`src/logic/ecc_params.svh`:
```
`ifndef ECC_PARAMS_SVH
`define ECC_PARAMS_SVH

// Width of the protected data word.
`define ECC_DATA_WIDTH 101

// Number of check bits; 7 Hamming bits plus one overall parity bit.
`define ECC_CHECK_WIDTH 8

`endif

```
`src/logic/ecc_pkg.sv`:
```
`include "ecc_params.svh"

package ecc_pkg;

    typedef logic [`ECC_DATA_WIDTH-1:0]  ecc_data_t;
    typedef logic [`ECC_CHECK_WIDTH-1:0] ecc_check_t;
    typedef logic [`ECC_CHECK_WIDTH-1:0] ecc_syndrome_t;

    // Bit 0 flags a single error and bit 1 a double error.
    typedef enum logic [1:0] {
        ECC_ERR_NONE   = 2'd0,
        ECC_ERR_SINGLE = 2'd1,
        ECC_ERR_DOUBLE = 2'd2
    } ecc_err_e;

    typedef struct packed {
        ecc_data_t  data;
        ecc_check_t check;   // Check bits stored with the word.
        logic       bypass;
    } ecc_check_req_t;

    typedef struct packed {
        ecc_data_t data;
        ecc_err_e  err;
    } ecc_result_t;

    // Column i is the syndrome that a flip of data bit i produces.
    // All data columns have odd weight, so they never collide with a
    // one-hot check-bit column or with the sum of two other columns.
    localparam ecc_check_t ecc_h_column [`ECC_DATA_WIDTH] = '{
        0:   8'b1000_0011,
        1:   8'b1000_0101,
        2:   8'b1000_0110,
        3:   8'b0000_0111,
        4:   8'b1000_1001,
        5:   8'b1000_1010,
        6:   8'b0000_1011,
        7:   8'b1000_1100,
        8:   8'b0000_1101,
        9:   8'b0000_1110,
        10:  8'b1000_1111,
        11:  8'b1001_0001,
        12:  8'b1001_0010,
        13:  8'b0001_0011,
        14:  8'b1001_0100,
        15:  8'b0001_0101,
        16:  8'b0001_0110,
        17:  8'b1001_0111,
        18:  8'b1001_1000,
        19:  8'b0001_1001,
        20:  8'b0001_1010,
        21:  8'b1001_1011,
        22:  8'b0001_1100,
        23:  8'b1001_1101,
        24:  8'b1001_1110,
        25:  8'b0001_1111,
        26:  8'b1010_0001,
        27:  8'b1010_0010,
        28:  8'b0010_0011,
        29:  8'b1010_0100,
        30:  8'b0010_0101,
        31:  8'b0010_0110,
        32:  8'b1010_0111,
        33:  8'b1010_1000,
        34:  8'b0010_1001,
        35:  8'b0010_1010,
        36:  8'b1010_1011,
        37:  8'b0010_1100,
        38:  8'b1010_1101,
        39:  8'b1010_1110,
        40:  8'b0010_1111,
        41:  8'b1011_0000,
        42:  8'b0011_0001,
        43:  8'b0011_0010,
        44:  8'b1011_0011,
        45:  8'b0011_0100,
        46:  8'b1011_0101,
        47:  8'b1011_0110,
        48:  8'b0011_0111,
        49:  8'b0011_1000,
        50:  8'b1011_1001,
        51:  8'b1011_1010,
        52:  8'b0011_1011,
        53:  8'b1011_1100,
        54:  8'b0011_1101,
        55:  8'b0011_1110,
        56:  8'b1011_1111,
        57:  8'b1100_0001,
        58:  8'b1100_0010,
        59:  8'b0100_0011,
        60:  8'b1100_0100,
        61:  8'b0100_0101,
        62:  8'b0100_0110,
        63:  8'b1100_0111,
        64:  8'b1100_1000,
        65:  8'b0100_1001,
        66:  8'b0100_1010,
        67:  8'b1100_1011,
        68:  8'b0100_1100,
        69:  8'b1100_1101,
        70:  8'b1100_1110,
        71:  8'b0100_1111,
        72:  8'b1101_0000,
        73:  8'b0101_0001,
        74:  8'b0101_0010,
        75:  8'b1101_0011,
        76:  8'b0101_0100,
        77:  8'b1101_0101,
        78:  8'b1101_0110,
        79:  8'b0101_0111,
        80:  8'b0101_1000,
        81:  8'b1101_1001,
        82:  8'b1101_1010,
        83:  8'b0101_1011,
        84:  8'b1101_1100,
        85:  8'b0101_1101,
        86:  8'b0101_1110,
        87:  8'b1101_1111,
        88:  8'b1110_0000,
        89:  8'b0110_0001,
        90:  8'b0110_0010,
        91:  8'b1110_0011,
        92:  8'b0110_0100,
        93:  8'b1110_0101,
        94:  8'b1110_0110,
        95:  8'b0110_0111,
        96:  8'b0110_1000,
        97:  8'b1110_1001,
        98:  8'b1110_1010,
        99:  8'b0110_1011,
        100: 8'b1110_1100
    };

endpackage

```
`src/logic/ecc_checker.sv`:
```
`timescale 1ns/1ps

module ecc_checker
    import ecc_pkg::*;
(
    input  logic           clk,
    input  logic           arst_n,
    input  logic           in_valid,
    input  ecc_check_req_t req,
    input  ecc_check_t     computed,
    output logic           out_valid,
    output ecc_result_t    result
);

    ecc_check_req_t req_q;
    ecc_check_t     computed_q;
    logic           valid_q;

    ecc_syndrome_t  syndrome;
    ecc_data_t      mask;
    ecc_err_e       err;

    always_ff @(posedge clk or negedge arst_n) begin
        if (!arst_n) begin
            valid_q <= 1'b0;
        end else begin
            valid_q <= in_valid;
        end
    end

    // The stage only loads on a valid word and holds otherwise.
    always_ff @(posedge clk or negedge arst_n) begin
        if (!arst_n) begin
            req_q      <= '0;
            computed_q <= '0;
        end else if (in_valid) begin
            req_q      <= req;
            computed_q <= computed;
        end
    end

    assign syndrome = req_q.check ^ computed_q;

    ecc_syndrome_decoder u_ecc_syndrome_decoder (
        .syndrome (syndrome),
        .mask     (mask),
        .err      (err)
    );

    always_comb begin
        if (req_q.bypass) begin
            result.data = req_q.data;   // Raw word, no correction.
            result.err  = ECC_ERR_NONE;
        end else begin
            result.data = req_q.data ^ mask;
            result.err  = err;
        end
    end

    assign out_valid = valid_q;

endmodule

```
`src/logic/ecc_encoder.sv`:
```
`timescale 1ns/1ps
`include "ecc_params.svh"

module ecc_encoder
    import ecc_pkg::*;
(
    input  ecc_data_t  data,
    output ecc_check_t check
);

    // Each check bit is the parity of the data bits whose column has that bit set.
    always_comb begin
        check = '0;
        for (int i = 0; i < `ECC_DATA_WIDTH; i++) begin
            for (int j = 0; j < `ECC_CHECK_WIDTH; j++) begin
                check[j] = check[j] ^ (data[i] & ecc_h_column[i][j]);
            end
        end
    end

endmodule

```
`src/logic/ecc_syndrome_decoder.sv`:
```
`timescale 1ns/1ps
`include "ecc_params.svh"

module ecc_syndrome_decoder
    import ecc_pkg::*;
(
    input  ecc_syndrome_t syndrome,
    output ecc_data_t     mask,
    output ecc_err_e      err
);

    logic column_hit;   // Syndrome matches a data column.
    logic check_hit;    // Syndrome is one-hot, so only a check bit flipped.

    assign check_hit = (syndrome != '0) && ((syndrome & (syndrome - 1'b1)) == '0);

    always_comb begin
        mask       = '0;
        column_hit = 1'b0;
        for (int i = 0; i < `ECC_DATA_WIDTH; i++) begin
            if (syndrome == ecc_h_column[i]) begin
                mask[i]    = 1'b1;
                column_hit = 1'b1;
            end
        end
    end

    always_comb begin
        if (syndrome == '0) begin
            err = ECC_ERR_NONE;
        end else if (column_hit || check_hit) begin
            err = ECC_ERR_SINGLE;   // Data bit corrected or check bit flagged.
        end else begin
            err = ECC_ERR_DOUBLE;   // Even weight, not correctable.
        end
    end

endmodule

```
`src/logic/ecc_top.sv`:
```
`timescale 1ns/1ps

module ecc_top
    import ecc_pkg::*;
(
    input  logic       clk,
    input  logic       arst_n,
    input  logic       in_valid,
    input  ecc_data_t  data_in,
    input  ecc_check_t check_in,
    input  logic       bypass,
    output ecc_check_t check_out,
    output logic       out_valid,
    output ecc_data_t  data_out,
    output logic       sbit_err,
    output logic       dbit_err
);

    ecc_check_req_t req;
    ecc_check_t     computed;
    ecc_result_t    result;

    assign req = '{data: data_in, check: check_in, bypass: bypass};

    // Check bits for the incoming word, also used to write fresh words.
    ecc_encoder u_ecc_encoder (
        .data  (data_in),
        .check (computed)
    );

    assign check_out = computed;

    ecc_checker u_ecc_checker (
        .clk       (clk),
        .arst_n    (arst_n),
        .in_valid  (in_valid),
        .req       (req),
        .computed  (computed),
        .out_valid (out_valid),
        .result    (result)
    );

    assign data_out = result.data;
    assign sbit_err = (result.err == ECC_ERR_SINGLE);
    assign dbit_err = (result.err == ECC_ERR_DOUBLE);

endmodule

```
`config.mk`:
```
export PLATFORM = sky130hd
export DESIGN_NAME = ecc_top
export DESIGN_NICKNAME = d
export VERILOG_FILES = /design/src/logic/ecc_pkg.sv /design/src/logic/ecc_checker.sv /design/src/logic/ecc_encoder.sv /design/src/logic/ecc_syndrome_decoder.sv /design/src/logic/ecc_top.sv
export VERILOG_INCLUDE_DIRS = /design/src /design/src/logic
export SDC_FILE = /design/constraint.sdc
export NUM_CORES = 1
export LEC_CHECK = 0
export ABC_AREA = 1
export BUFFER_PORTS_ARGS = -buffer_cell sky130_fd_sc_hd__buf_2
export CORE_ASPECT_RATIO = 0.5
export CORE_MARGIN = 2
export CORE_UTILIZATION = 55
export DETAILED_ROUTE_END_ITERATION = 12
export PLACE_DENSITY = 0.83
export SETUP_SLACK_MARGIN = 0.5
export SLEW_MARGIN = 20
export SYNTH_ARGS = -nofsm -noshare
export SYNTH_HDL_FRONTEND = slang
export SYNTH_HIERARCHICAL = 1
export SYNTH_SLANG_ARGS = --single-unit
```
`constraint.sdc`:
```
create_clock -name clk -period 4.4 [get_ports clk]
set_clock_uncertainty 0.2 [all_clocks]
set_input_delay 0.44 -clock clk [delete_from_list [all_inputs] [get_ports clk]]
set_output_delay 0.44 -clock clk [all_outputs]
set_load 0.02 [all_outputs]
```
==> results.md <==
- Status: finished, final reports clean
- Fmax: 279.2 MHz
- # H-tree levels: 4
- Share of layout cells above drive strength 1: approximately 12%
- Nets: 2674
- Critical path data required time: around 3.8 ns
- Post-Syn Area: 13210 sq um
- Peak VDD IR: about 0.00032 V
- Initial Util: 55.55%
- # Max-Cap Violations: 0
- Final Max Tran Viols: 0
- Warnings, synthesis: 6
- CP startpoint kind: flip-flop
- TritonCTS clock tree: done
- Syn-to-layout area delta: 14.31%
- Min setup slack post-route: between 0.8 and 0.9 ns
- Post-DR vias/cell: approximately 5.3
- Most frequent cell after synthesis: nand2_1
- Worst skew pair latency: 0.42 ns
- Fin Setup TNS: 0 ns
- Worst Setup End Kind: output port
- Gpl congestion: 1.007
- DRT iter0 DRCs: ~2100
- Post-synth top flop: dfrtp_1
- Clk pwr share: approximately a quarter
- Placed cells: 2856
- Die width: around 220 um
- Worst hold path depth: 3
- Cts bufs inserted: 17
- CTS max path bufs: 2
- Final setup fails: 0
- Die footprint: 25340 sq um
- Antenna Nets Post-Route: 0
- Total Wirelength: ~48000 um
- Post-DP HPWL: between 30000 and 40000 um
- Via Count: 15260
- Routed WL per cell: 16.60 um
- Final hold violations: 0
- Tightest Pin Transition: about 0.89 ns
- Synthesized flop and latch total: 119
- Combinational share of power: 51.3%
- Syn nets: ~2500
- Clock root cell: clkbuf_16
- Initial antenna violation count: 1
- GRT Resource Usage Total: a little under two fifths
- PortBufs: 224
- Seq pwr share: between 20% and 30%
- Layout Cells excl Fill: just under 3000
- DRT Pass-1 Iters: 6
- Largest net degree at the start of global routing: 133
- Worst hold path class: in -> reg
- Post-synthesis sequential area ratio: a little under a quarter
- P_int: around 3100 uW
- Core footprint: around 24000 sq um
- Ant. Diodes: 0
- Leakage: 0.009775 uW
- Count of different cell masters after synthesis: 28
- Clk slew on worst S/H paths: around 0.060 ns
- Crit path arrival time: 2.94 ns
- CTS sink cnt: 119
- Tmin final: 3.581 ns
- Worst Reg-to-Reg Cells: 2
- Syn Inst Count: approximately 2400
- # IOs: about 230
- Rows: 40
- Asr flop ratio synth: 100.0%
- Power Density: 385.4 nW/um^2
- Post-CTS setup buffer count: 0
- GRT overflow: 0
- Post-synth EDFFs: 0
- Yosys top cell area share: roughly 29%
- Switch Pwr: around 2700 uW
- Worst setup path category: reg -> out
- Vias in the first global route: 13130
- Leading area contributor after synthesis: nand2_1
- First-pass GRT wire length: 71570 um
- Period utilization: approximately four fifths
- RSZ-0062 raised after global routing: false
- Synth top area cells: nand2_1 (29%), dfrtp_1 (23%), inv_1 (13%)
- Drt drc: 0
- Post-synth top cells: nand2_1 (1036), inv_1 (459), nand3_1 (199), nor2_1 (126), dfrtp_1 (119)
- Pre-CTS WS: 1.228 ns
- Synthesized area per cell: 5.541 sq um
- Slew HR: between 40% and 50%
- Sw Ratio: between 40% and 50%
- Die height: approximately 110 um
- Critical path peak fanout: 5
[registers in the layout (all words and copies together), names as in the netlist]
name,cells
u_ecc_checker/req_q,110
u_ecc_checker/computed_q,8
u_ecc_checker/out_valid,1
[layer usage]
layer	routed length [um]	share of wire (%)	GRT usage, %	up-vias
li1	-	-	-	7393
met1	20730	43	53.75	6958
met2	20310	42	56.83	836
met3	5950	12	8.423	75
met4	972	2.0	9.799	0
met5	0	0	0	-
[worst paths after layout]
path / to / start / slack [ns]
max: sbit_err / u_ecc_checker/computed_q[1]$_DFFE_PN0P_ / 0.82
min: u_ecc_checker/req_q[8]$_DFFE_PN0P_ / check_in[7] / 0.04
max reg2reg: u_ecc_checker/req_q[0]$_DFFE_PN0P_ / u_ecc_checker/req_q[0]$_DFFE_PN0P_ / 3.08
min reg2reg: u_ecc_checker/req_q[70]$_DFFE_PN0P_ / u_ecc_checker/req_q[70]$_DFFE_PN0P_ / 0.33
max in group asynchronous: u_ecc_checker/req_q[43]$_DFFE_PN0P_ / arst_n / 2.57
min in group asynchronous: u_ecc_checker/req_q[104]$_DFFE_PN0P_ / arst_n / 0.44
[power by group through the flow]
stage | clock network [uW] | logic (uW) | registers [uW]
5_1_grt | 1580 | 3280 | 1320
4_1_cts | 1520 | 2860 | 1290
3_5_place_dp | 0 | 2840 | 1310
6_report | 1520 | 2980 | 1310
2_1_floorplan | 0 | 1980 | 1300
3_3_place_gp | 0 | 2810 | 1300
[cell type report]
cell class | count | area, sq um
Timing Repair Buffer | 231 | 1210
Inverter | 465 | 1748
Clock buffer | 25 | 495.5
Sequential cell | 119 | 2978
Tap cell | 315 | 394.1
Fill cell | 2315 | 8678
Clock inverter | 7 | 140.1
Multi-Input combinational cell | 1727 | 8129
[worst max-delay path, stage by stage (launching register included)]
cell     delay [ns]
dfrtp_1        0.39
xor2_1         0.32
nand2_1        0.21
nor2_1         0.49
nand2_1        0.15
nand2_1        0.11
nor2_1         0.05
nand2_1        0.06
nor2_1         0.04
nand2_1        0.08
nor2_1         0.05
nand2_1        0.11
inv_1          0.05
nor2_1         0.11
inv_1          0.05
nor2_1         0.07
buf_2          0.16
[cell usage in the layout, fill, tap and decap left out, types with 5 or more instances in the layout]
cell type | Yosys | layout
o21ai_0 | 108 | 108
nor2_1 | 126 | 116
nand3b_1 | 21 | 21
clkbuf_16 | 0 | 17
o21ai_1 | 13 | 13
nand2_2 | 4 | 5
xor2_1 | 91 | 84
dfrtp_1 | 119 | 119
xnor2_1 | 97 | 97
inv_1 | 459 | 459
nand3_1 | 199 | 199
xor2_2 | 1 | 8
nor2_2 | 1 | 11
buf_4 | 26 | 5
buf_2 | 28 | 222
nand2b_1 | 6 | 6
inv_2 | 6 | 5
xnor2_2 | 5 | 5
nand2_1 | 1036 | 1035
[cells by family after synthesis]
logic type                synth area share [%]
buffers and inverters                    16.50
AOI/OAI and AO/OA                        4.775
xor gates and xnor gates                 13.21
DFF                                      22.55
and+or+nand+nor                          42.97
[stage by stage]
| step | utilization (%) | total power [uW] | hold WS, ns | cell area (sq um) |
|---|---|---|---|---|
| 2_1_floorplan | - | 3276 | -0.05559 | 13210 |
| 3_3_place_gp | 60.44 | 4114 | 0.3093 | 14370 |
| 3_5_place_dp | 60.44 | 4154 | 0.3214 | 14370 |
| 4_1_cts | 63.16 | 5675 | 0.03213 | 15010 |
| 5_1_grt | 63.49 | 6175 | 0.04312 | 15090 |
| 6_report | 63.49 | 5817 | 0.03640 | 15090 |
[repair_timing]
action / CTS / global route
hold buffers: 1 / 0
gates resized for setup: 0 / 18
hold endpoints to repair: 61 / 0
endpoints found under the setup margin: 0 / 2
Note: power is estimated with default switching activity, not from simulation.
